--- config.mk ---
export PLATFORM = sky130hd
export DESIGN_NAME = issue_stage
export DESIGN_NICKNAME = d
export VERILOG_FILES = /design/src/backend_cfg_pkg.sv /design/src/backend_types_pkg.sv /design/src/issue_stage.sv
export SDC_FILE = /design/constraint.sdc
export NUM_CORES = 1
export LEC_CHECK = 0
export BUFFER_PORTS_ARGS = -buffer_cell sky130_fd_sc_hd__buf_2
export CELL_PAD_IN_SITES_DETAIL_PLACEMENT = 0
export CELL_PAD_IN_SITES_GLOBAL_PLACEMENT = 1
export CORE_AREA = 2 2 140 142
export DETAILED_ROUTE_END_ITERATION = 7
export DIE_AREA = 0 0 142 144
export PLACE_DENSITY = 0.71
export RECOVER_POWER = 50
export SETUP_SLACK_MARGIN = 0.02
export SLEW_MARGIN = 20
export SYNTH_ARGS = -nofsm -noshare
export SYNTH_HDL_FRONTEND = slang
export SYNTH_SLANG_ARGS = --single-unit
--- constraint.sdc ---
create_clock -name vclk -period 1.31
set_input_delay 0.0655 -clock vclk [all_inputs]
set_output_delay 0.0655 -clock vclk [all_outputs]
set_load 0.05 [all_outputs]
--- src/backend_cfg_pkg.sv ---
// fixed back end sizes; ROB_DEPTH must equal 2**ROB_IDX_LEN and REG_N must equal 2**REG_IDX_LEN
`default_nettype none

package backend_cfg_pkg;

    // datapath and instruction word widths
    localparam int XLEN        = 32;
    localparam int ILEN        = 32;

    // architectural integer registers, x0 included
    localparam int REG_N       = 32;
    localparam int REG_IDX_LEN = 5;

    // reorder buffer, pointers wrap naturally
    localparam int ROB_DEPTH   = 8;
    localparam int ROB_IDX_LEN = 3;

    // identical execution slots behind the issue stage
    localparam int EU_N        = 4;

endpackage

`default_nettype wire

--- src/backend_types_pkg.sv ---
// only OP and OP-IMM words are decoded; field layout follows the RV32 base formats
`default_nettype none

package backend_types_pkg;

    import backend_cfg_pkg::*;

    // register-register layout
    typedef struct packed {
        logic [6:0]             funct7;
        logic [REG_IDX_LEN-1:0] rs2;
        logic [REG_IDX_LEN-1:0] rs1;
        logic [2:0]             funct3;
        logic [REG_IDX_LEN-1:0] rd;
        logic [6:0]             opcode;
    } r_fmt_t;

    // register-immediate layout, imm12 overlays funct7 and rs2
    typedef struct packed {
        logic [11:0]            imm12;
        logic [REG_IDX_LEN-1:0] rs1;
        logic [2:0]             funct3;
        logic [REG_IDX_LEN-1:0] rd;
        logic [6:0]             opcode;
    } i_fmt_t;

    // one fetched word, read in either format
    typedef union packed {
        r_fmt_t r;
        i_fmt_t i;
    } instr_word_u;

    localparam logic [6:0] OPC_OP     = 7'b0110011;
    localparam logic [6:0] OPC_OP_IMM = 7'b0010011;

    // ALU function codes
    localparam logic [2:0] ALU_ADD = 3'd0;
    localparam logic [2:0] ALU_SUB = 3'd1;
    localparam logic [2:0] ALU_AND = 3'd2;
    localparam logic [2:0] ALU_OR  = 3'd3;
    localparam logic [2:0] ALU_XOR = 3'd4;
    localparam logic [2:0] ALU_SLT = 3'd5;

    // source operand: value valid when rdy, else wait for tag on the bus
    typedef struct packed {
        logic                   rdy;
        logic [ROB_IDX_LEN-1:0] tag;
        logic [XLEN-1:0]        value;
    } operand_t;

    typedef struct packed {
        logic [2:0]             alu_op;
        operand_t               opa;
        operand_t               opb;
        logic [ROB_IDX_LEN-1:0] rob_idx;
    } dispatch_t;

    typedef struct packed {
        logic [ROB_IDX_LEN-1:0] rob_idx;
        logic [XLEN-1:0]        value;
    } cdb_t;

    typedef struct packed {
        logic [XLEN-1:0]        pc;
        logic [REG_IDX_LEN-1:0] rd;
    } rob_alloc_t;

    typedef struct packed {
        logic [XLEN-1:0]        pc;
        logic [REG_IDX_LEN-1:0] rd;
        logic [XLEN-1:0]        value;
    } comm_t;

endpackage

`default_nettype wire

--- src/issue_stage.sv ---
// unsupported opcodes and funct3 values issue as a no-op with rd x0 and result zero
`timescale 1ns/1ps
`default_nettype none

module issue_stage import backend_cfg_pkg::*, backend_types_pkg::*; (
    input  logic                   fetch_valid_i,
    output logic                   fetch_ready_o,
    input  logic [XLEN-1:0]        fetch_pc_i,
    input  var instr_word_u        fetch_instr_i,
    input  logic                   flush_i,
    input  logic [EU_N-1:0]        slot_idle_i,
    input  logic                   rob_full_i,
    input  logic [ROB_IDX_LEN-1:0] rob_tail_i,
    output logic [REG_IDX_LEN-1:0] rs1_idx_o,
    output logic [REG_IDX_LEN-1:0] rs2_idx_o,
    input  var operand_t           rs1_i,
    input  var operand_t           rs2_i,
    output logic [ROB_IDX_LEN-1:0] rob_rd_tag1_o,
    output logic [ROB_IDX_LEN-1:0] rob_rd_tag2_o,
    input  var operand_t           rob_rd1_i,
    input  var operand_t           rob_rd2_i,
    output logic [EU_N-1:0]        dispatch_o,
    output dispatch_t              dispatch_data_o,
    output logic                   alloc_o,
    output rob_alloc_t             alloc_data_o,
    output logic                   rename_o,
    output logic [REG_IDX_LEN-1:0] rename_rd_o
);

    logic                   is_r;
    logic                   supported;
    logic [2:0]             alu_op;
    logic [REG_IDX_LEN-1:0] rd;
    logic [XLEN-1:0]        imm;
    operand_t               opa;
    operand_t               opb_reg;
    logic [EU_N-1:0]        slot_sel;
    logic                   fire;

    assign is_r = (fetch_instr_i.r.opcode == OPC_OP);

    // decode, funct3 sits at the same place in both formats
    always_comb begin
        supported = 1'b0;
        alu_op    = ALU_ADD;
        if (is_r || fetch_instr_i.i.opcode == OPC_OP_IMM) begin
            supported = 1'b1;
            case (fetch_instr_i.r.funct3)
                // funct7 bit 5 selects sub, register format only
                3'b000:  alu_op = (is_r && fetch_instr_i.r.funct7[5]) ? ALU_SUB : ALU_ADD;
                3'b111:  alu_op = ALU_AND;
                3'b110:  alu_op = ALU_OR;
                3'b100:  alu_op = ALU_XOR;
                3'b010:  alu_op = ALU_SLT;
                default: supported = 1'b0;
            endcase
        end
    end

    // a no-op reads x0 twice so its sum is zero
    assign rs1_idx_o = supported ? fetch_instr_i.r.rs1 : '0;
    assign rs2_idx_o = (supported && is_r) ? fetch_instr_i.r.rs2 : '0;
    assign rd        = supported ? fetch_instr_i.r.rd : '0;

    // immediate sign is the top bit of the word
    assign imm = {{(XLEN-12){fetch_instr_i[ILEN-1]}}, fetch_instr_i.i.imm12};

    // busy operands may already sit finished in the ROB
    assign rob_rd_tag1_o = rs1_i.tag;
    assign rob_rd_tag2_o = rs2_i.tag;

    always_comb begin
        opa     = rs1_i;
        opb_reg = rs2_i;
        if (!rs1_i.rdy && rob_rd1_i.rdy) begin
            opa.rdy   = 1'b1;
            opa.value = rob_rd1_i.value;
        end
        if (!rs2_i.rdy && rob_rd2_i.rdy) begin
            opb_reg.rdy   = 1'b1;
            opb_reg.value = rob_rd2_i.value;
        end
    end

    // lowest idle slot as a one-hot mask
    assign slot_sel = slot_idle_i & (~slot_idle_i + EU_N'(1));

    assign fetch_ready_o = !rob_full_i && (|slot_idle_i) && !flush_i;
    assign fire          = fetch_valid_i && fetch_ready_o;

    assign dispatch_o              = fire ? slot_sel : '0;
    assign dispatch_data_o.alu_op  = alu_op;
    assign dispatch_data_o.opa     = opa;
    assign dispatch_data_o.opb     = (supported && !is_r) ? operand_t'{1'b1, '0, imm} : opb_reg;
    assign dispatch_data_o.rob_idx = rob_tail_i;

    // ROB entry at the tail, same tag renames rd
    assign alloc_o         = fire;
    assign alloc_data_o.pc = fetch_pc_i;
    assign alloc_data_o.rd = rd;
    assign rename_o        = fire && (rd != '0);
    assign rename_rd_o     = rd;

endmodule

`default_nettype wire

==> metrics.yaml <==
grt_max_degree: 37
synth_area_leaders: "mux2_2 (37%), mux2_4 (20%), buf_4 (19%), and2_1 (4.5%), mux2_1 (3.5%)"
row_count: 51
cp_cell_sequence: "buf_2, nand4bb_4, or4_4, buf_12, mux2_4, buf_4"
core_mm2: 0.0191
synth_xor_area_share_pct: 0.450
fp.dieW_um: 142
synth.avg_cell_area_um2: 9.44
worst_slew_pin_slew_ps: 723
drc_errors: 0
ir_worst_vdd_mv: 0.196
synthMuxAreaShare_pct: 60.6
nets: 651
final-hold-violation-count: 0
crit_arrival_ps: 1640
clkbuf_count: 0
slew_headroom_pct: 52.0
synth_compound_area_share_pct: 1.22
synth_area_mm2: 0.00194
yosys.area.top_type: "mux2_2"
rsz0062_at_grt: "true"
powerDensity_mw_per_mm2: 431
first_iter_violations: 40
synth_top_area_share_pct: 37.1
holdPathStages: 0
yosysMostFrequentCell: "mux2_2"
endpoint_kind: "primary output"
port_buffers: 276
die_h_um: 144
syn_to_final_growth_pct: 86.4
synth_commonest_cells: "mux2_2 (64), buf_4 (49), mux2_4 (26), and2_1 (14)"
pre_cts_slack_ps: -663
antenna_found_initial: 0
violations: "setup timing"
num_vias: 2278
gp_congestion: 0.643
via_per_inst: 3.41
start_util_pct: 10.2
fmax_mhz: 587
synthCells: 206
setup_ws_ps: -394
ant_nets: 0
period_needed_ps: 1700
maxCapViolCount: 0
status: "finished, violations left"
synth-simple-area-share_pct: 13.1
synth.yosys.seq_area_share_pct: 0
grt_pass1_vias: 2096
antennaDiodeCount: 0
routedWlPerCell_um: 12.7
drive_gt1_share_pct: 92.3
grt_pass1_wl_um: 11000
setup_viol: 36
syn-num-nets: 424
hold_class: "in2out"
dp_hpwl_um: 7730
tns_ps: -13140
slew_violations: 0
yosysWarningCount: 0
crit_type: "in2out"
wl_um: 8480
regArea_um2: 0
design.seq.count: 0
dieArea_mm2: 0.0204
multi_input_area_mm2: 0.00158
finalCritPeriodShare_pct: 130
synthAdderAreaFrac_pct: 0
grt_util_all_layers_pct: 6.88
cpMaxStageDelayCell: "or4_4"
synth_top_family_by_area: "multiplexers"
drt_pre_antenna_iters: 4
synth.distinct_cells: 28
crit_fanout: 36
cpPeakStageDelay_ps: 510
io_pins: 361
start_kind: "primary input"
required_ps: 1240
leakagePower_nw: 1.95
grt_overflow: 0
fill_cells: 2127
-- area by class of cell --
| cell class | count | share of cell area [%] |
|---|---|---|
| inverter | 1 | 0.104 |
| multi-input combinational | 141 | 43.5 |
| tap | 238 | 8.22 |
| timing repair buffer | 289 | 48.2 |
-- per-layer routing --
layer	up-vias	share of wire (%)	GRT usage (%)
met4	0	2.6	1.68
met3	24	8.4	1.13
met5	-	0	0
li1	1130	-	-
met2	167	56	14.6
met1	957	33	6.82
-- critical path, delay by kind of cell --
kind                   cells  cell delay, ps
and+or+nand+nor            2             740
muxes                      1             320
buffers and inverters      3             480
-- cell usage in the layout, fill, tap and decap left out, drive strengths merged, types with 2 or more instances in the layout --
master | Yosys | routed
or2 | 2 | 2
nor3 | 4 | 4
clkbuf | 5 | 9
buf | 59 | 280
and2 | 14 | 14
mux2 | 96 | 96
nand2b | 3 | 3
and3 | 6 | 6
nand2 | 2 | 2
nor2 | 3 | 3
-- path summary, 6_finish.rpt --
kind | from | end | slack, ps
min | fetch_pc_i[26] | alloc_data_o[31] | 130
max | fetch_instr_i[2] | dispatch_data_o[10] | -390
-- cells by family (layout without fill, tap and decap cells) --
kind of cell,count (synthesis),after routing
AO/OA/AOI/OAI,3,3
XOR/XNOR,1,1
buffers and inverters,65,290
multiplexers,96,96
AND/OR/NAND/NOR,41,41
-- what timing repair did --
item	in CTS	in global routing
pin swaps	2	0
resized for setup	66	10
endpoints found under the setup margin	61	52
buffers inserted	1	1
endpoints found under the hold margin	0	0
hold buffers	0	0
-- through the flow --
stage | hold slack, ps | instances | util (%) | total power, mW | instance area [um2]
floorplan | 195 | 206 | - | 1.37 | 2030
global placement | 131 | 667 | 17.9 | 1.49 | 3410
detailed placement | 131 | 667 | 17.9 | 1.50 | 3410
CTS | 131 | 668 | 18.8 | 1.57 | 3590
global route | 131 | 669 | 19.0 | 1.64 | 3620
finish | 131 | 669 | 19.0 | 1.56 | 3620
-- where the power goes --
group	switching, mW	internal [mW]	total (mW)
Combinational	0.930	0.631	1.56
Clock	0	0	0
Sequential	0	0	0
Total	0.930	0.631	1.56
Power figures use the tool's default switching activity.
