## src/backend_cfg_pkg.sv

```systemverilog
// fixed back end sizes; ROB_DEPTH must equal 2**ROB_IDX_LEN and REG_N must equal 2**REG_IDX_LEN
`default_nettype none

package backend_cfg_pkg;

    // datapath and instruction word widths
    localparam int XLEN        = 32;
    localparam int ILEN        = 32;

    // architectural integer registers, x0 included
    localparam int REG_N       = 32;
    localparam int REG_IDX_LEN = 5;

    // reorder buffer, pointers wrap naturally
    localparam int ROB_DEPTH   = 8;
    localparam int ROB_IDX_LEN = 3;

    // identical execution slots behind the issue stage
    localparam int EU_N        = 4;

endpackage

`default_nettype wire

```

## src/backend_types_pkg.sv

```systemverilog
// only OP and OP-IMM words are decoded; field layout follows the RV32 base formats
`default_nettype none

package backend_types_pkg;

    import backend_cfg_pkg::*;

    // register-register layout
    typedef struct packed {
        logic [6:0]             funct7;
        logic [REG_IDX_LEN-1:0] rs2;
        logic [REG_IDX_LEN-1:0] rs1;
        logic [2:0]             funct3;
        logic [REG_IDX_LEN-1:0] rd;
        logic [6:0]             opcode;
    } r_fmt_t;

    // register-immediate layout, imm12 overlays funct7 and rs2
    typedef struct packed {
        logic [11:0]            imm12;
        logic [REG_IDX_LEN-1:0] rs1;
        logic [2:0]             funct3;
        logic [REG_IDX_LEN-1:0] rd;
        logic [6:0]             opcode;
    } i_fmt_t;

    // one fetched word, read in either format
    typedef union packed {
        r_fmt_t r;
        i_fmt_t i;
    } instr_word_u;

    localparam logic [6:0] OPC_OP     = 7'b0110011;
    localparam logic [6:0] OPC_OP_IMM = 7'b0010011;

    // ALU function codes
    localparam logic [2:0] ALU_ADD = 3'd0;
    localparam logic [2:0] ALU_SUB = 3'd1;
    localparam logic [2:0] ALU_AND = 3'd2;
    localparam logic [2:0] ALU_OR  = 3'd3;
    localparam logic [2:0] ALU_XOR = 3'd4;
    localparam logic [2:0] ALU_SLT = 3'd5;

    // source operand: value valid when rdy, else wait for tag on the bus
    typedef struct packed {
        logic                   rdy;
        logic [ROB_IDX_LEN-1:0] tag;
        logic [XLEN-1:0]        value;
    } operand_t;

    typedef struct packed {
        logic [2:0]             alu_op;
        operand_t               opa;
        operand_t               opb;
        logic [ROB_IDX_LEN-1:0] rob_idx;
    } dispatch_t;

    typedef struct packed {
        logic [ROB_IDX_LEN-1:0] rob_idx;
        logic [XLEN-1:0]        value;
    } cdb_t;

    typedef struct packed {
        logic [XLEN-1:0]        pc;
        logic [REG_IDX_LEN-1:0] rd;
    } rob_alloc_t;

    typedef struct packed {
        logic [XLEN-1:0]        pc;
        logic [REG_IDX_LEN-1:0] rd;
        logic [XLEN-1:0]        value;
    } comm_t;

endpackage

`default_nettype wire

```

## src/rob.sv

```systemverilog
// one allocation and one commit per cycle; a full ROB refuses allocation even while committing
`timescale 1ns/1ps
`default_nettype none

module rob import backend_cfg_pkg::*, backend_types_pkg::*; (
    input  logic                   clk_i,
    input  logic                   arst_n_i,
    input  logic                   flush_i,
    input  logic                   alloc_i,
    input  var rob_alloc_t         alloc_data_i,
    output logic                   full_o,
    output logic [ROB_IDX_LEN-1:0] tail_o,
    input  logic [ROB_IDX_LEN-1:0] rd_tag1_i,
    input  logic [ROB_IDX_LEN-1:0] rd_tag2_i,
    output operand_t               rd1_o,
    output operand_t               rd2_o,
    input  logic                   cdb_valid_i,
    input  var cdb_t               cdb_i,
    output logic                   comm_valid_o,
    output comm_t                  comm_o,
    output logic [ROB_IDX_LEN-1:0] comm_tag_o
);

    logic [ROB_IDX_LEN-1:0] head_q;
    logic [ROB_IDX_LEN-1:0] tail_q;
    logic [ROB_IDX_LEN:0]   cnt_q;
    logic [ROB_DEPTH-1:0]   done_q;

    rob_alloc_t             info_q  [ROB_DEPTH];
    logic [XLEN-1:0]        value_q [ROB_DEPTH];

    assign full_o = (cnt_q == (ROB_IDX_LEN+1)'(ROB_DEPTH));
    assign tail_o = tail_q;

    // operand read ports, ready once the result is in
    assign rd1_o = operand_t'{done_q[rd_tag1_i], rd_tag1_i, value_q[rd_tag1_i]};
    assign rd2_o = operand_t'{done_q[rd_tag2_i], rd_tag2_i, value_q[rd_tag2_i]};

    // in-order commit of a finished head
    assign comm_valid_o = (cnt_q != '0) && done_q[head_q];
    assign comm_o.pc    = info_q[head_q].pc;
    assign comm_o.rd    = info_q[head_q].rd;
    assign comm_o.value = value_q[head_q];
    assign comm_tag_o   = head_q;

    always_ff @(posedge clk_i or negedge arst_n_i) begin
        if (!arst_n_i) begin
            head_q <= '0;
            tail_q <= '0;
            cnt_q  <= '0;
            done_q <= '0;
        end else if (flush_i) begin
            head_q <= '0;
            tail_q <= '0;
            cnt_q  <= '0;
            done_q <= '0;
        end else begin
            if (alloc_i) begin
                done_q[tail_q] <= 1'b0;
                tail_q         <= tail_q + 1'b1;
            end
            // a broadcast tag is always in flight, never the tail
            if (cdb_valid_i) begin
                done_q[cdb_i.rob_idx] <= 1'b1;
            end
            if (comm_valid_o) begin
                head_q <= head_q + 1'b1;
            end
            cnt_q <= cnt_q + (ROB_IDX_LEN+1)'(alloc_i) - (ROB_IDX_LEN+1)'(comm_valid_o);
        end
    end

    // entry payload
    always_ff @(posedge clk_i) begin
        if (alloc_i) begin
            info_q[tail_q] <= alloc_data_i;
        end
        if (cdb_valid_i) begin
            value_q[cdb_i.rob_idx] <= cdb_i.value;
        end
    end

    // issue gates the fetch handshake on full
    ap_no_alloc_full: assert property (@(posedge clk_i) disable iff (!arst_n_i)
        alloc_i |-> !full_o);

    // each entry gets exactly one result from the slots
    ap_single_result: assert property (@(posedge clk_i) disable iff (!arst_n_i)
        cdb_valid_i && !flush_i |-> !done_q[cdb_i.rob_idx]);

endmodule

`default_nettype wire

```

## config.mk

```make
export PLATFORM = sky130hd
export DESIGN_NAME = rob
export DESIGN_NICKNAME = d
export VERILOG_FILES = /design/src/backend_cfg_pkg.sv /design/src/backend_types_pkg.sv /design/src/rob.sv
export SDC_FILE = /design/constraint.sdc
export NUM_CORES = 1
export LEC_CHECK = 0
export BUFFER_PORTS_ARGS = -buffer_cell sky130_fd_sc_hd__buf_2
export CORE_MARGIN = 2
export CORE_UTILIZATION = 50
export DETAILED_ROUTE_END_ITERATION = 16
export HOLD_SLACK_MARGIN = 0.06
export PLACE_DENSITY = 0.69
export SLEW_MARGIN = 25
export SYNTH_ARGS = -nofsm -noshare
export SYNTH_HDL_FRONTEND = slang
export SYNTH_SLANG_ARGS = --single-unit
export TNS_END_PERCENT = 5
```

## constraint.sdc

```tcl
create_clock -name clk_i -period 3.9 [get_ports clk_i]
set_clock_uncertainty 0.15 [all_clocks]
set_input_delay 0.585 -clock clk_i [delete_from_list [all_inputs] [get_ports clk_i]]
set_output_delay 0.585 -clock clk_i [all_outputs]
set_load 0.01 [all_outputs]
```

==> run summary <==
Status - finished clean
Fill count - 3746
Leakage - 9.69 nW
Final HPWL DP - 33.0 mm
CP Launch Point - comm_tag_o[0]$_DFFE_PN0P_
Worst slew pin tran - 0.778 ns
Setup Crit Path Kind - register to primary output
Hold Path Class - input port to register
Yosys top cell area share - 64.3%
Crit path depth - 4
Largest cells by area after synthesis - edfxtp_1 (64%), mux4_2 (24%), mux2_2 (5.9%), dfrtp_1 (1.7%), clkbuf_1 (0.54%)
Sum of negative setup slack - 0 ns
Gr usage total - 22.1%
Max Buffers Root-to-Sink - 3
Worst R2R Path Depth - 9
Sequential share of the synthesized area - 66.1%
WL/cell - 26.6 um
CP arrival - 2.87 ns
Number of sinks on the clock net - 570
PwrDens - 448 nW/um2
Crit end category - primary output
Post-Syn Nets - 1257
Pre-antenna DRT Iters - 5
Power Total - 13.4 mW
Overflow after GRT - 0
Worst hold start - alloc_data_i[21]
IO Port Bufs - 231
Root Buffer - clkbuf_16
DRC - 0
Post-placement cell area - 27900 um2
CP peak stage delay - 0.75 ns
Main flop type after synthesis - edfxtp_1
Die width - 231 um
Clock transition at path regs - 0.06 ns
CTS tree - done
Crit path buf inv count - 2
Core box area - 51100 um2
WP data required - 3.16 ns
Final wirelength - 57.4 mm
Initial core utilization - 50.4%
Vias in the first global route - 13700
Setup violators final - 0
Startpoint types - register
Site row count - 83
Area growth from synthesis to layout - 15.8%
Commonest non-fill, non-tap cell in the layout - edfxtp_1
Worst-path maximum fanout - 26
Clk_lat worst skew - 0.62 ns
Post-DR vias/cell - 6.09
Share of cells above drive strength 1 - 52.4%
Final #Nets - 1518
Die Y - 231 um
Post-synthesis cell area - 25800 um2
Gpl congestion - 0.790
Maximum clock frequency - 277 MHz
FF+latch count, synth - 570
ANT nets after route - 0
CP top delay family - multiplexers
Crit Reg-Reg Startpoint - comm_tag_o[1]$_DFFE_PN0P_
Worst vdd rail ir drop - 0.000421 V
Max Cap Viol - 0
# IOs - 232
Mapped Cells - 1165
Most frequent cells in the layout - edfxtp_1 (552), mux4_2 (271), buf_2 (229)
Final Cell Area - 29800 um2
CTS Buf Count - 57
Hold Fails Final Rpt - 0
Setup Fix Bufs, Post-CTS - 0
RSZ-0062 raised after global routing - false
1st-iter DRT viols - 954
Relative slew slack - 48.0%
Critical-path top delay cell - dfrtp_4
Register area - 17000 um2
First-pass GRT wire length - 86.5 mm
Htree depth - 2
Fin. max-slew vios - 0
Synth Warn # - 0
Multi-input logic area - 8320 um2
Final hold slack - 0.0878 ns
Fin crit period - 3.61 ns
Yosys cell types - 38
Avg Synthesized Cell Area - 22.1 um2
Largest net degree at the start of global routing - 68
Die footprint - 53400 um2
Fin crit share - 92.5%
Via count - 13100
Ys async rst share - 3.16%
Post-synth top area cell - edfxtp_1
Crit-path cells - buf_4 > mux4_2 > mux2_2 > buf_2
Initial antenna violation count - 8
WHS Path Cells - 1
Number of flops mapped to enable cells by yosys - 552
## kinds of logic after synthesis
family	count (synthesis)	share of synthesized area [%]
AND/OR/NAND/NOR	57	1.08
buffers and inverters	95	1.94
AO/OA/AOI/OAI	20	0.515
XOR/XNOR	3	0.102
flip-flops	570	66.1
multiplexers	411	29.8
adder cells (fa/ha/maj)	9	0.466
## worst reg2reg max path, cell delays in order (launching register included)
cell     delay [ns]
dfrtp_4        0.77
mux2_1         0.38
o22ai_1        0.27
nor3_2         0.12
ha_1           0.30
inv_1          0.04
ha_1           0.20
fa_1           0.41
xnor2_1        0.15
nor2_1         0.05
## routing by layer
metal  wire, um  global-route usage, %  vias up
li1           -                      -     5568
met1      22600                   29.1     6968
met2      29300                   37.2      464
met3       4060                   4.59      105
met4       1350                   6.77       10
met5         69                      0        -
## stage by stage
stage | util, % | worst slack (ns) | cells
floorplan | - | 0.273 | 1165
global placement | 54.7 | 0.876 | 2032
detailed placement | 54.7 | 0.870 | 2032
CTS | 58.4 | 0.196 | 2150
global route | 58.4 | 0.116 | 2153
finish | 58.4 | 0.294 | 2153
## sequential cells by signal, indices dropped and copies added, names as in the netlist
register,count
comm_tag_o,3
done_q,8
cnt_q,4
tail_o,3
value_q,256
info_q,296
## final timing paths
path                                                   to  slack, ns
worst max-delay path                           comm_o[47]       0.29
worst min-delay path              info_q[0][21]$_DFFE_PP_       0.09
worst max register to register         cnt_q[2]$_DFF_PN0_       0.93
worst min register to register        done_q[0]$_DFF_PN0_       0.43
max in group asynchronous       comm_tag_o[2]$_DFFE_PN0P_       2.95
min in group asynchronous              cnt_q[2]$_DFF_PN0_       0.31
## area by class of cell
type / count / share of cell area (%)
well taps: 680 / 2.85
multi-input cells: 500 / 27.9
inverters: 10 / 0.126
diodes: 3 / 0.0252
flip-flops and latches: 570 / 57.1
clock buffers: 71 / 4.96
repair buffers: 287 / 6.18
clock inverters: 32 / 0.835
## cells in the mapped netlist (all sizes together) (2+ instances only)
master  instances
edfxtp        552
mux4          271
mux2          139
buf            48
clkbuf         37
nor2           25
dfrtp          18
inv            10
nand2b          9
ha              8
nand2           8
a21oi           7
nor2b           5
o21a            4
nor3            3
o21ai           3
or3             2
xnor2           2
## power breakdown
group | internal (mW) | switching, mW
clock | 2.88 | 2.24
sequential | 6.90 | 0.0833
combinational | 0.624 | 0.628
total | 10.4 | 2.95
## timing repair
action	in CTS	in global routing
hold buffers	15	0
resized for setup	0	0
setup endpoints to repair	0	0
endpoints found under the hold margin	125	0
Note: power is estimated with default switching activity, not from simulation.
