### config.mk
export PLATFORM = sky130hd
export DESIGN_NAME = exec_slot
export DESIGN_NICKNAME = d
export VERILOG_FILES = /design/src/backend_cfg_pkg.sv /design/src/backend_types_pkg.sv /design/src/exec_slot.sv
export SDC_FILE = /design/constraint.sdc
export NUM_CORES = 1
export LEC_CHECK = 0
export BUFFER_PORTS_ARGS = -buffer_cell sky130_fd_sc_hd__buf_4
export CAP_MARGIN = 30
export CORE_ASPECT_RATIO = 2
export CORE_MARGIN = 4
export CORE_UTILIZATION = 47
export DETAILED_ROUTE_END_ITERATION = 7
export PLACE_DENSITY = 0.74
export REMOVE_ABC_BUFFERS = 1
export SKIP_LAST_GASP = 1
export SYNTH_ARGS = -nofsm -noshare
export SYNTH_HDL_FRONTEND = slang
export SYNTH_SLANG_ARGS = --single-unit
### constraint.sdc
create_clock -name clk_i -period 9.1 [get_ports clk_i]
set_clock_uncertainty 0.1 [all_clocks]
set_input_delay 1.365 -clock clk_i [delete_from_list [all_inputs] [get_ports clk_i]]
set_output_delay 1.365 -clock clk_i [all_outputs]
set_load 0.05 [all_outputs]
### src/backend_cfg_pkg.sv
// fixed back end sizes; ROB_DEPTH must equal 2**ROB_IDX_LEN and REG_N must equal 2**REG_IDX_LEN
`default_nettype none

package backend_cfg_pkg;

    // datapath and instruction word widths
    localparam int XLEN        = 32;
    localparam int ILEN        = 32;

    // architectural integer registers, x0 included
    localparam int REG_N       = 32;
    localparam int REG_IDX_LEN = 5;

    // reorder buffer, pointers wrap naturally
    localparam int ROB_DEPTH   = 8;
    localparam int ROB_IDX_LEN = 3;

    // identical execution slots behind the issue stage
    localparam int EU_N        = 4;

endpackage

`default_nettype wire

### src/backend_types_pkg.sv
// only OP and OP-IMM words are decoded; field layout follows the RV32 base formats
`default_nettype none

package backend_types_pkg;

    import backend_cfg_pkg::*;

    // register-register layout
    typedef struct packed {
        logic [6:0]             funct7;
        logic [REG_IDX_LEN-1:0] rs2;
        logic [REG_IDX_LEN-1:0] rs1;
        logic [2:0]             funct3;
        logic [REG_IDX_LEN-1:0] rd;
        logic [6:0]             opcode;
    } r_fmt_t;

    // register-immediate layout, imm12 overlays funct7 and rs2
    typedef struct packed {
        logic [11:0]            imm12;
        logic [REG_IDX_LEN-1:0] rs1;
        logic [2:0]             funct3;
        logic [REG_IDX_LEN-1:0] rd;
        logic [6:0]             opcode;
    } i_fmt_t;

    // one fetched word, read in either format
    typedef union packed {
        r_fmt_t r;
        i_fmt_t i;
    } instr_word_u;

    localparam logic [6:0] OPC_OP     = 7'b0110011;
    localparam logic [6:0] OPC_OP_IMM = 7'b0010011;

    // ALU function codes
    localparam logic [2:0] ALU_ADD = 3'd0;
    localparam logic [2:0] ALU_SUB = 3'd1;
    localparam logic [2:0] ALU_AND = 3'd2;
    localparam logic [2:0] ALU_OR  = 3'd3;
    localparam logic [2:0] ALU_XOR = 3'd4;
    localparam logic [2:0] ALU_SLT = 3'd5;

    // source operand: value valid when rdy, else wait for tag on the bus
    typedef struct packed {
        logic                   rdy;
        logic [ROB_IDX_LEN-1:0] tag;
        logic [XLEN-1:0]        value;
    } operand_t;

    typedef struct packed {
        logic [2:0]             alu_op;
        operand_t               opa;
        operand_t               opb;
        logic [ROB_IDX_LEN-1:0] rob_idx;
    } dispatch_t;

    typedef struct packed {
        logic [ROB_IDX_LEN-1:0] rob_idx;
        logic [XLEN-1:0]        value;
    } cdb_t;

    typedef struct packed {
        logic [XLEN-1:0]        pc;
        logic [REG_IDX_LEN-1:0] rd;
    } rob_alloc_t;

    typedef struct packed {
        logic [XLEN-1:0]        pc;
        logic [REG_IDX_LEN-1:0] rd;
        logic [XLEN-1:0]        value;
    } comm_t;

endpackage

`default_nettype wire

### src/exec_slot.sv
// one instruction per slot; the result is held until the bus grants it
`timescale 1ns/1ps
`default_nettype none

module exec_slot import backend_cfg_pkg::*, backend_types_pkg::*; (
    input  logic      clk_i,
    input  logic      arst_n_i,
    input  logic      flush_i,
    input  logic      dispatch_i,
    input  var dispatch_t dispatch_data_i,
    input  logic      cdb_valid_i,
    input  var cdb_t  cdb_i,
    input  logic      grant_i,
    output logic      idle_o,
    output logic      req_o,
    output cdb_t      result_o
);

    logic      busy_q;
    logic      done_q;
    dispatch_t ent_q;
    cdb_t      res_q;
    operand_t  opa_w;
    operand_t  opb_w;
    logic      go;

    // capture a broadcast for a waiting operand
    function automatic operand_t wake(operand_t op, logic vld, cdb_t bus);
        operand_t r;
        r = op;
        if (!op.rdy && vld && bus.rob_idx == op.tag) begin
            r.rdy   = 1'b1;
            r.value = bus.value;
        end
        return r;
    endfunction

    function automatic logic [XLEN-1:0] alu(logic [2:0] op, logic [XLEN-1:0] a,
                                            logic [XLEN-1:0] b);
        case (op)
            ALU_SUB: return a - b;
            ALU_AND: return a & b;
            ALU_OR:  return a | b;
            ALU_XOR: return a ^ b;
            ALU_SLT: return {{(XLEN-1){1'b0}}, $signed(a) < $signed(b)};
            default: return a + b;
        endcase
    endfunction

    // operands as seen this cycle with any bus hit
    assign opa_w = wake(ent_q.opa, cdb_valid_i, cdb_i);
    assign opb_w = wake(ent_q.opb, cdb_valid_i, cdb_i);
    assign go    = busy_q && !done_q && opa_w.rdy && opb_w.rdy;

    always_ff @(posedge clk_i or negedge arst_n_i) begin
        if (!arst_n_i) begin
            busy_q <= 1'b0;
            done_q <= 1'b0;
        end else if (flush_i) begin
            busy_q <= 1'b0;
            done_q <= 1'b0;
        end else if (dispatch_i) begin
            busy_q <= 1'b1;
            done_q <= 1'b0;
        end else if (go) begin
            done_q <= 1'b1;
        end else if (done_q && grant_i) begin
            busy_q <= 1'b0;
            done_q <= 1'b0;
        end
    end

    // entry and result payload
    always_ff @(posedge clk_i) begin
        if (dispatch_i) begin
            ent_q     <= dispatch_data_i;
            // the bus is watched in the dispatch cycle too
            ent_q.opa <= wake(dispatch_data_i.opa, cdb_valid_i, cdb_i);
            ent_q.opb <= wake(dispatch_data_i.opb, cdb_valid_i, cdb_i);
        end else if (busy_q && !done_q) begin
            ent_q.opa <= opa_w;
            ent_q.opb <= opb_w;
        end
        if (go) begin
            res_q.rob_idx <= ent_q.rob_idx;
            res_q.value   <= alu(ent_q.alu_op, opa_w.value, opb_w.value);
        end
    end

    assign idle_o   = !busy_q;
    assign req_o    = done_q;
    assign result_o = res_q;

    // issue must only pick an idle slot
    ap_dispatch_idle: assert property (@(posedge clk_i) disable iff (!arst_n_i)
        dispatch_i |-> !busy_q);

endmodule

`default_nettype wire

==> key figures <==
Placement
  – GPL Wtd Cong: 0.9780
  – I/O Buffers: 155
  – DP Wirelength: 26030 um
  – Setup WS pre-CTS: 2522 ps

Global route
  – Largest net degree at the start of global routing: 67
  – Initial antenna violation count: 0
  – Vias in the first global route: ~10k
  – GR Overflow Total: 0
  – First-pass GRT wire length: between 50000 and 60000 um
  – GRT Total Usage: between 20% and 30%

Die
  – Die area: 0.02629 mm^2
  – Die Height: 225.3 um
  – Die X: 116.7 um
  – IO Count: between 150 and 200
  – # rows: between 70 and 80
  – Core Region: 0.02323 mm^2
  – Starting Density: 47.78%

Setup path
  – Crit path largest cell delay: slightly below 600 ps
  – Critical path fanouts, max: 34
  – Critical path's most frequent cell: buf_4
  – Cell Chain, Critical Path: buf_4 -> xor2_1 -> nor4_4 -> buf_4 -> mux2i_1 -> inv_1 -> ha_1 -> o21ba_2 -> nor4_1 -> o31ai_1 -> o2111ai_1 -> nand3_1 -> o22ai_2 -> a21boi_1 -> o2bb2ai_1 -> a2111oi_0
  – CP max-delay cell: buf_4
  – Critical path class: input port to flip-flop
  – Data required, critical path: 9180 ps
  – R2R setup slack: approximately 3500 ps
  – Element type at the critical path start: input port
  – Worst EP arrival: 6390 ps
  – Endpoint class of the critical path: flip-flop

Route
  – Wire per inst: 21.08 um
  – Via count: roughly 10k
  – Final ANT Viol Nets: 0
  – Drt total wl: about 35000 um
  – DRC violations left: 0
  – DRT iter0 DRCs: 691
  – Via-to-Cell Ratio: 6.134
  – Detailed Routing Iterations Pass 1: 7

Timing
  – Final period utilization: 69.27%
  – Max-slew violations: 0
  – Final Hold Vio Count: 0
  – Tmin final: 6304 ps
  – Worst hold slack: 320.1 ps
  – Rel. slew slack: 29.17%
  – Worst Max-Slew Pin Slew: 1058 ps
  – Final setup vio count: 0
  – Final worst slack: ~2800 ps
  – RSZ-0062 raised after global routing: no
  – Maximum clock frequency: 158.6 MHz

Layout
  – Share of cells above drive strength 1: 16.20%
  – Synthesis-to-finish area growth: 18.26%
  – Final #Nets: around 1.6k
  – Diodes inserted: 0
  – Fillers: 2117

CTS
  – CTS Hold Buffers Added: 0
  – H-tree Lvls: 4
  – CTS Buf Count: 17
  – Post_cts resized: 0
  – Root buffer cell: clkbuf_16
  – Clock sinks: 115
  – Skew-Pair Late Insertion Delay: 450 ps
  – CTS tree: done
  – Post-CTS Setup Bufs: 0
  – Clock transition at path regs: approximately 60 ps
  – Clock buffer depth: 2

Yosys
  – Part of the Yosys area used for sequential elements: just over 30%
  – Area share of the largest cell type after synthesis: 30.57%
  – Syn_area_per_cell: about 9 um^2
  – Syn Std Cell Area: 0.01110 mm^2
  – Synth Flop Type: edfxtp_1
  – Post-synth top area cell: edfxtp_1
  – Synth Warn #: 0
  – Synth area leaders: edfxtp_1, mux2i_1, ha_1, a21oi_1, inv_1
  – Post-synthesis async set-or-reset flop share: between 1.5 and 2%
  – Synth Instances: between 1k and 1.5k
  – Post-synth EDFFs: 113
  – Leading cell type by number of instances after synthesis: mux2i_1
  – #FFs+latches synth: ~120
  – Synth cell types: 72
  – Top cells by count, synth: mux2i_1, inv_1, edfxtp_1, a21oi_1, ha_1

Power and ir drop
  – Maximum vdd drop: 0.1142 mV
  – Internal power: 0.001510 W
  – Clk pwr share: 28.6%
  – Fraction of power spent switching nets: between 30% and 40%
  – Net Sw Power: 0.0009817 W
  – Power Density: 189.8 mW/mm^2
  – Part of the power in registers: 27.4%
  – Gate power share: 44.1%
  – Lkg Pwr: 6.257 nW
  – Tot Pwr: 0.002492 W

Flow run
  – Max-Cap Viols: 0

Run status
  – Outcome: finished clean

Worst hold path
  – Worst hold path class: flip-flop to flip-flop
metrics by stage:
stage                     std cells  setup TNS (ps)  area (um^2)  utilization (%)
after floorplan                1165          -21750        10820                -
after global placement         1619               0        12490            53.76
after detailed placement       1621               0        12510            53.87
after CTS                      1653               0        13130            56.51
after global routing           1653               0        13130            56.51
final                          1653               0        13130            56.51
routing by layer:
layer	routed length [um]	track usage, %
met4	2585	18.70
met2	19020	48.96
met5	0	0
met1	11350	25.82
met3	1879	4.273
final timing paths:
check | startpoint | to | cells past startpoint
hold / removal | ent_q[1] | result_o[33] | 0
max in group asynchronous | arst_n_i | req_o | 1
setup / recovery | cdb_i[32] | result_o[21] | 16
min in group asynchronous | arst_n_i | busy_q | 1
hold reg to reg | ent_q[1] | result_o[33] | 0
setup reg to reg | ent_q[71] | result_o[21] | 15
kinds of logic after synthesis:
family | count (synthesis) | synth area share [%]
AO/OA/AOI/OAI | 356 | 20.94
AND/OR/NAND/NOR | 259 | 10.79
multiplexers | 194 | 17.55
buffers and inverters | 190 | 6.448
flip-flops | 115 | 31.02
adder cells (fa/ha/maj) | 96 | 10.96
XOR/XNOR | 29 | 2.288
worst max-delay path: cells and delay by family:
kind | cells | cell delay, ps
compound gates | 7 | 2030
xor+xnor | 1 | 180
fa+ha+maj | 1 | 340
buf+inv | 3 | 890
mux | 1 | 490
simple gates | 3 | 1060
cell usage in the layout, fill, tap and decap left out, types with 9 or more instances in the layout:
| master | instances |
|---|---|
| a211oi_1 | 12 |
| xor2_1 | 10 |
| mux2i_1 | 192 |
| nor2_1 | 91 |
| nand3_1 | 12 |
| a31oi_1 | 13 |
| a22oi_1 | 17 |
| nor2b_1 | 10 |
| nand4_1 | 12 |
| o31ai_1 | 11 |
| a21o_1 | 13 |
| clkbuf_16 | 17 |
| xnor2_1 | 19 |
| edfxtp_1 | 113 |
| nor3_1 | 29 |
| o21ai_0 | 54 |
| buf_4 | 171 |
| o221ai_1 | 9 |
| ha_1 | 94 |
| inv_1 | 114 |
| o22ai_1 | 19 |
| a21oi_1 | 109 |
| o21bai_1 | 16 |
| o211ai_1 | 12 |
| nand2_1 | 66 |
flip-flops by register name, indices dropped and copies added, names as in the netlist:
| name | flops |
|---|---|
| result_o | 35 |
| busy_q | 1 |
| ent_q | 78 |
| req_o | 1 |
power by group through the flow:
stage          combinational [W]  sequential, W  clock (W)
2_1_floorplan           0.000705       0.000739          0
3_3_place_gp             0.00106       0.000691          0
3_5_place_dp             0.00108       0.000693          0
4_1_cts                  0.00108       0.000682   0.000719
5_1_grt                  0.00119       0.000687   0.000743
6_report                 0.00110       0.000682   0.000712
final cells by class:
type                    instances  area [um^2]  share of cell area, %
inverters                     116        435.4                  3.317
clock inverters                11        152.6                  1.163
clock buffers                  21        460.4                  3.508
repair buffers                173         1310                  9.980
well taps                     283        354.1                  2.698
flip-flops and latches        115         3443                  26.23
multi-input cells             934         6970                  53.10
Note: power is estimated with default switching activity, not from simulation.
