**src/backend_cfg_pkg.sv**
```systemverilog
// fixed back end sizes; ROB_DEPTH must equal 2**ROB_IDX_LEN and REG_N must equal 2**REG_IDX_LEN
`default_nettype none

package backend_cfg_pkg;

    // datapath and instruction word widths
    localparam int XLEN        = 32;
    localparam int ILEN        = 32;

    // architectural integer registers, x0 included
    localparam int REG_N       = 32;
    localparam int REG_IDX_LEN = 5;

    // reorder buffer, pointers wrap naturally
    localparam int ROB_DEPTH   = 8;
    localparam int ROB_IDX_LEN = 3;

    // identical execution slots behind the issue stage
    localparam int EU_N        = 4;

endpackage

`default_nettype wire

```
**src/backend_types_pkg.sv**
```systemverilog
// only OP and OP-IMM words are decoded; field layout follows the RV32 base formats
`default_nettype none

package backend_types_pkg;

    import backend_cfg_pkg::*;

    // register-register layout
    typedef struct packed {
        logic [6:0]             funct7;
        logic [REG_IDX_LEN-1:0] rs2;
        logic [REG_IDX_LEN-1:0] rs1;
        logic [2:0]             funct3;
        logic [REG_IDX_LEN-1:0] rd;
        logic [6:0]             opcode;
    } r_fmt_t;

    // register-immediate layout, imm12 overlays funct7 and rs2
    typedef struct packed {
        logic [11:0]            imm12;
        logic [REG_IDX_LEN-1:0] rs1;
        logic [2:0]             funct3;
        logic [REG_IDX_LEN-1:0] rd;
        logic [6:0]             opcode;
    } i_fmt_t;

    // one fetched word, read in either format
    typedef union packed {
        r_fmt_t r;
        i_fmt_t i;
    } instr_word_u;

    localparam logic [6:0] OPC_OP     = 7'b0110011;
    localparam logic [6:0] OPC_OP_IMM = 7'b0010011;

    // ALU function codes
    localparam logic [2:0] ALU_ADD = 3'd0;
    localparam logic [2:0] ALU_SUB = 3'd1;
    localparam logic [2:0] ALU_AND = 3'd2;
    localparam logic [2:0] ALU_OR  = 3'd3;
    localparam logic [2:0] ALU_XOR = 3'd4;
    localparam logic [2:0] ALU_SLT = 3'd5;

    // source operand: value valid when rdy, else wait for tag on the bus
    typedef struct packed {
        logic                   rdy;
        logic [ROB_IDX_LEN-1:0] tag;
        logic [XLEN-1:0]        value;
    } operand_t;

    typedef struct packed {
        logic [2:0]             alu_op;
        operand_t               opa;
        operand_t               opb;
        logic [ROB_IDX_LEN-1:0] rob_idx;
    } dispatch_t;

    typedef struct packed {
        logic [ROB_IDX_LEN-1:0] rob_idx;
        logic [XLEN-1:0]        value;
    } cdb_t;

    typedef struct packed {
        logic [XLEN-1:0]        pc;
        logic [REG_IDX_LEN-1:0] rd;
    } rob_alloc_t;

    typedef struct packed {
        logic [XLEN-1:0]        pc;
        logic [REG_IDX_LEN-1:0] rd;
        logic [XLEN-1:0]        value;
    } comm_t;

endpackage

`default_nettype wire

```
**src/cdb_arbiter.sv**
```systemverilog
// fixed priority, slot 0 highest; a slot may wait forever behind lower indices
`timescale 1ns/1ps
`default_nettype none

module cdb_arbiter import backend_cfg_pkg::*, backend_types_pkg::*; (
    input  logic [EU_N-1:0] req_i,
    input  var cdb_t        result_i [EU_N],
    output logic [EU_N-1:0] grant_o,
    output logic            cdb_valid_o,
    output cdb_t            cdb_o
);

    // lowest set request bit
    assign grant_o     = req_i & (~req_i + EU_N'(1));
    assign cdb_valid_o = |req_i;

    // forward the granted slot result
    always_comb begin
        cdb_o = '0;
        for (int k = 0; k < EU_N; k++) begin
            if (grant_o[k]) begin
                cdb_o = result_i[k];
            end
        end
        // a request always wins one grant, and only a requester is granted
        assert ($onehot0(grant_o) && (grant_o & ~req_i) == '0 && (|grant_o) == cdb_valid_o)
            else $error("cdb grant is not a single requester");
    end

endmodule

`default_nettype wire

```
**config.mk**
```make
export PLATFORM = sky130hd
export DESIGN_NAME = cdb_arbiter
export DESIGN_NICKNAME = d
export VERILOG_FILES = /design/src/backend_cfg_pkg.sv /design/src/backend_types_pkg.sv /design/src/cdb_arbiter.sv
export SDC_FILE = /design/constraint.sdc
export NUM_CORES = 1
export LEC_CHECK = 0
export ABC_AREA = 0
export BUFFER_PORTS_ARGS = -buffer_cell sky130_fd_sc_hd__buf_2
export CAP_MARGIN = 20
export CORE_AREA = 2 2 71 73
export DETAILED_ROUTE_END_ITERATION = 10
export DIE_AREA = 0 0 73 75
export PLACE_DENSITY = 0.62
export SETUP_SLACK_MARGIN = 0.02
export SKIP_LAST_GASP = 1
export SLEW_MARGIN = 5
export SYNTH_ARGS = -nofsm -noshare
export SYNTH_HDL_FRONTEND = slang
export SYNTH_SLANG_ARGS = --single-unit
```
**constraint.sdc**
```tcl
create_clock -name vclk -period 2.66
set_clock_uncertainty 0.05 [all_clocks]
set_input_delay 0.266 -clock vclk [all_inputs]
set_output_delay 0.266 -clock vclk [all_outputs]
set_load 0.01 [all_outputs]
```
==> results.json, run 1 <==
{
  "status": "completed",
  "clock_buffers": 0,
  "synth_warnings": 0,
  "portBuffers": 184,
  "drc": 0,
  "synth_nets": 308,
  "synth_commonest_cells": "a221oi_1 (35), nand2_1 (35), nor2_1 (35), o21ai_1 (29), buf_2 (13)",
  "syn_avg_cell_area_um2": 5.71,
  "cts_hold_buffers": 0,
  "synth.distinct_cells": 13,
  "routabilityCongestion": 0.805,
  "overflow": 0,
  "core_um2": 4660,
  "start_util_pct": 20.1,
  "cts_resized": 0,
  "final_max_slew_viol_count": 0,
  "maxCapViolCount": 0,
  "required_ns": 2.34,
  "timing.hold.ws_ns": 0.769,
  "antenna_found_initial": 1,
  "vias": 1908,
  "ant_nets": 0,
  "tightest_slew_ns": 0.618,
  "rsz0062_at_grt": "false",
  "die_h_um": 75,
  "max_clock_freq_mhz": 483,
  "cpMaxStageDelayCell": "nor2b_2",
  "p_leak_nw": 1.01,
  "synth_top_area_cell": "a221oi_1",
  "startpoint": "req_i[0]",
  "grt_pass1_wl_mm": 7.34,
  "slew-limit-headroom_pct": 58.6,
  "layout_min_cycle_time_ns": 2.07,
  "drt-pass1-iter-count": 4,
  "crit_path_start_kind": "input port",
  "cpPeakStageDelay_ns": 0.55,
  "crit_path_end": "cdb_o[19]",
  "cp_common_cell": "buf_2",
  "instances_no_fill": 391,
  "end_kind": "output pin",
  "setup_tns_ns": 0,
  "power_density_nw_per_um2": 169,
  "synth_area_leaders": "a221oi_1 (33%), o21ai_1 (16%), nand2_1 (14%), nor2_1 (14%), buf_2 (7.0%)",
  "grt_pass1_vias": 1704,
  "routed_via_density": 4.88,
  "synthesis.area_um2": 936,
  "ir_worst_vdd_v": 0.0000666,
  "cp.arrival_ns": 1.76,
  "hold_class": "in2out",
  "synth_top_area_share_pct": 32.8,
  "die_w_um": 73,
  "seq_cells": 0,
  "worstSetupPathType": "in2out",
  "syn_to_final_growth_pct": 98.0,
  "grt_max_degree": 37,
  "ios": 184,
  "hold_viol": 0,
  "synthesis.instances": 164,
  "dp_cells": 390,
  "layout.nets": 482,
  "hpwl_mm": 4.14,
  "drt_iter0_markers": 38,
  "synth_seq_area_share_pct": 0,
  "wl_per_cell_um": 12.9,
  "cts_setup_buffers": 0,
  "fin_crit_sh_pct": 77.9,
  "ff_latch_area_um2": 0,
  "rows": 25,
  "worst-path-max-fanout": 22,
  "grt_use_total_pct": 16.1,
  "final_layout_size_suffix_gt1_share_pct": 57.7,
  "setup_viol": 0,
  "crit_chain": "buf_2 > nor2b_2 > buf_4 > a221oi_1 > o21ai_1 > buf_2",
  "routed_wl_mm": 5.05,
  "dieArea_um2": 5480
}
==> through the flow <==
stage          cell area (um^2)  util [%]  setup slack, ns  power [mW]
5_1_grt                    1850      39.7            0.434       0.348
2_1_floorplan               936         -             1.10       0.146
3_5_place_dp               1850      39.7            0.564       0.316
4_1_cts                    1850      39.7            0.565       0.317
6_report                   1850      39.8            0.589       0.313
3_3_place_gp               1850      39.7            0.577       0.313
==> per-layer routing <==
| metal | global-route usage, % | part of all wire (%) |
|---|---|---|
| met1 | 18.5 | 39 |
| met2 | 31.9 | 51 |
| met3 | 2.01 | 8.5 |
| met4 | 2.26 | 0.87 |
| met5 | 0 | 0 |
==> layout by cell type, fill, tap and decap left out, types with 6 or more instances in the layout <==
cell and count:
o21ai_1 29, o21ai_0 6, nand2_1 35, buf_4 7
buf_2 184, a221oi_1 35, nor2_1 35
==> worst max-delay path, delay by kind of cell <==
| kind | cells | cell delay [ns] |
|---|---|---|
| AOI/OAI and AO/OA | 2 | 0.26 |
| and+or+nand+nor | 1 | 0.55 |
| buffers and inverters | 3 | 0.67 |
==> worst min path at each step <==
stage | startpoint | cells past startpoint | end
after floorplan | req_i[0] | 1 | grant_o[0]
after global placement | result_i[4] | 4 | cdb_o[4]
after detailed placement | result_i[34] | 4 | cdb_o[34]
after CTS | result_i[34] | 4 | cdb_o[34]
after global routing | req_i[3] | 3 | cdb_valid_o
final | result_i[34] | 4 | cdb_o[34]
==> cell type report <==
cell class / count / area, um^2
fillers: 516 / 2810
repair buffers: 191 / 973
multi-input cells: 144 / 793
well taps: 54 / 67.6
inverters: 1 / 16.3
diodes: 1 / 2.50
==> power breakdown <==
part,switching (mW),total (mW),internal [mW]
combinational,0.147,0.313,0.167
clock,0,0.0000000502,0.0000000502
sequential,0,0,0
==> logic make-up (layout without fill, tap and decap cells) <==
logic type      after synthesis  after routing  synth area share [%]
compound gates               70             70                  51.5
buf+inv                      20            192                  15.5
other cells                   0              1                     0
simple gates                 74             74                  33.0
No activity file was read; power rests on OpenSTA's default activity.
==> run 2, diff against run 1 <==
- CORE_AREA: 2 2 71 73 -> 2 2 72 74
- DIE_AREA: 0 0 73 75 -> 0 0 74 76
- PLACE_DENSITY: 0.62 -> 0.61
- clock period: 2.66 -> 2.1 ns (I/O delays scaled with it)
==> run 2 against run 1 <==
Utilization fell by 1.5 points. Sequential share of layout area unchanged. Non-clock buffer count grew 1. Combinational power increased by 27%. Power rose by 27%. Worst hold slack lost 0.11 ns. Via count shrank 0.68%. Cell count rose by 4.1%. Wire length fell by 2.7%. Highest routed layer unchanged.
==> results.json, run 2 (same netlist as run 1, synthesis figures left out) <==
{
  "status": "completed",
  "die_w_um": 74,
  "maxCapViolCount": 0,
  "max_clock_freq_mhz": 582,
  "p_leak_nw": 1.01,
  "power.total_mw": 0.398,
  "rows": 26,
  "wl_per_cell_um": 12.1,
  "layout_min_cycle_time_ns": 1.72,
  "crit_path_start_kind": "input port",
  "fillers": 548,
  "rsz0062_at_grt": "false",
  "vias": 1895,
  "start_util_pct": 19.1,
  "switching_share_pct": 46.7,
  "end_kind": "output pin",
  "tightest_slew_ns": 0.303,
  "place_ws_ns": 0.372,
  "routed_via_density": 4.66,
  "die_h_um": 76,
  "final_common_cell": "buf_2",
  "worst-path-max-fanout": 21,
  "ios": 184,
  "hold_viol": 0,
  "ff_latch_area_um2": 0,
  "ant_nets": 0,
  "fin_crit_sh_pct": 81.8,
  "cpMaxStageDelayCell": "buf_4",
  "p_switching_mw": 0.186,
  "routabilityCongestion": 0.821,
  "worstSetupPathType": "in2out",
  "grt_use_total_pct": 16.3,
  "slew-limit-headroom_pct": 79.8,
  "overflow": 0,
  "comb_power_share_pct": 100.0,
  "cts_setup_buffers": 0,
  "final_layout_size_suffix_gt1_share_pct": 57.9,
  "grt_max_degree": 37,
  "required_ns": 1.84,
  "dieArea_um2": 5620,
  "internal-power_mw": 0.212,
  "routed_wl_mm": 4.92,
  "cts_resized": 0,
  "crit_chain": "buf_2 > buf_4 > nor4b_4 > buf_4 > nand2_1 > o21ai_1 > buf_2",
  "core_um2": 4910,
  "setup_viol": 0,
  "drt_iter0_markers": 67,
  "n_antenna_cell": 0,
  "antenna_found_initial": 0,
  "hold_class": "in2out",
  "mostFrequentLayoutCells": "buf_2 (184), a221oi_1 (35), nor2_1 (35), nand2_1 (35), o21ai_1 (29)",
  "fin_ws_ns": 0.381,
  "layout.nets": 483,
  "portBuffers": 184,
  "cpPeakStageDelay_ns": 0.30,
  "grt_pass1_vias": 1831,
  "seq_cells": 0,
  "power_density_nw_per_um2": 212,
  "cp.arrival_ns": 1.46,
  "clockPowerShare_pct": 0,
  "cts_hold_buffers": 0,
  "p_seq_share_pct": 0,
  "final_max_slew_viol_count": 0,
  "hpwl_mm": 3.98,
  "grt_pass1_wl_mm": 7.77,
  "syn_to_final_growth_pct": 101,
  "clock_buffers": 0,
  "setup_tns_ns": 0,
  "ir_worst_vdd_v": 0.0000981,
  "drc": 0,
  "drt-pass1-iter-count": 4
}
==> run 2: cell types whose count changed in the layout (fill, tap and decap cells not counted) <==
| cell | delta |
|---|---|
| diode_2 | -1 |
| buf_4 | +1 |
==> run 2: final timing paths <==
| kind | start | end | cells after the start |
|---|---|---|---|
| setup / recovery | req_i[0] | cdb_o[17] | 7 |
| hold / removal | result_i[4] | cdb_o[4] | 4 |
==> run 2: power by group through the flow <==
stage / Sequential (mW) / Combinational [mW] / Clock [mW]
2_1_floorplan: 0 / 0.185 / 0
3_3_place_gp: 0 / 0.397 / 0
3_5_place_dp: 0 / 0.400 / 0
4_1_cts: 0 / 0.401 / 0
5_1_grt: 0 / 0.442 / 0
6_report: 0 / 0.398 / 0
==> run 2: worst max-delay path, delay by kind of cell <==
family / cells / cell delay [ns]
AO/OA/AOI/OAI: 1 / 0.08
buffers and inverters: 4 / 0.78
AND/OR/NAND/NOR: 2 / 0.37
==> run 2: metrics by stage <==
step / utilization, % / cell area (um^2) / cells / hold WS [ns]
final: 38.2 / 1880 / 407 / 0.661
after floorplan: - / 936 / 164 / 0.462
after global placement: 38.2 / 1880 / 407 / 0.657
after detailed placement: 38.2 / 1880 / 407 / 0.661
after global routing: 38.2 / 1880 / 407 / 0.668
after CTS: 38.2 / 1880 / 407 / 0.660
==> run 2: routing by layer <==
layer / wire length, um / GRT usage [%] / part of all wire [%]
met5: 0 / 0 / 0
met2: 2590 / 32.5 / 53
met4: 13 / 1.09 / 0.26
met1: 1950 / 18.9 / 40
met3: 365 / 1.19 / 7.4
==> run 2: cell type report <==
| class | instances | area, um^2 | share of cell area, % |
|---|---|---|---|
| Inverter | 1 | 16.3 | 0.866 |
| Tap cell | 70 | 87.6 | 4.66 |
| Timing Repair Buffer | 192 | 981 | 52.2 |
| Multi-Input combinational cell | 144 | 793 | 42.2 |
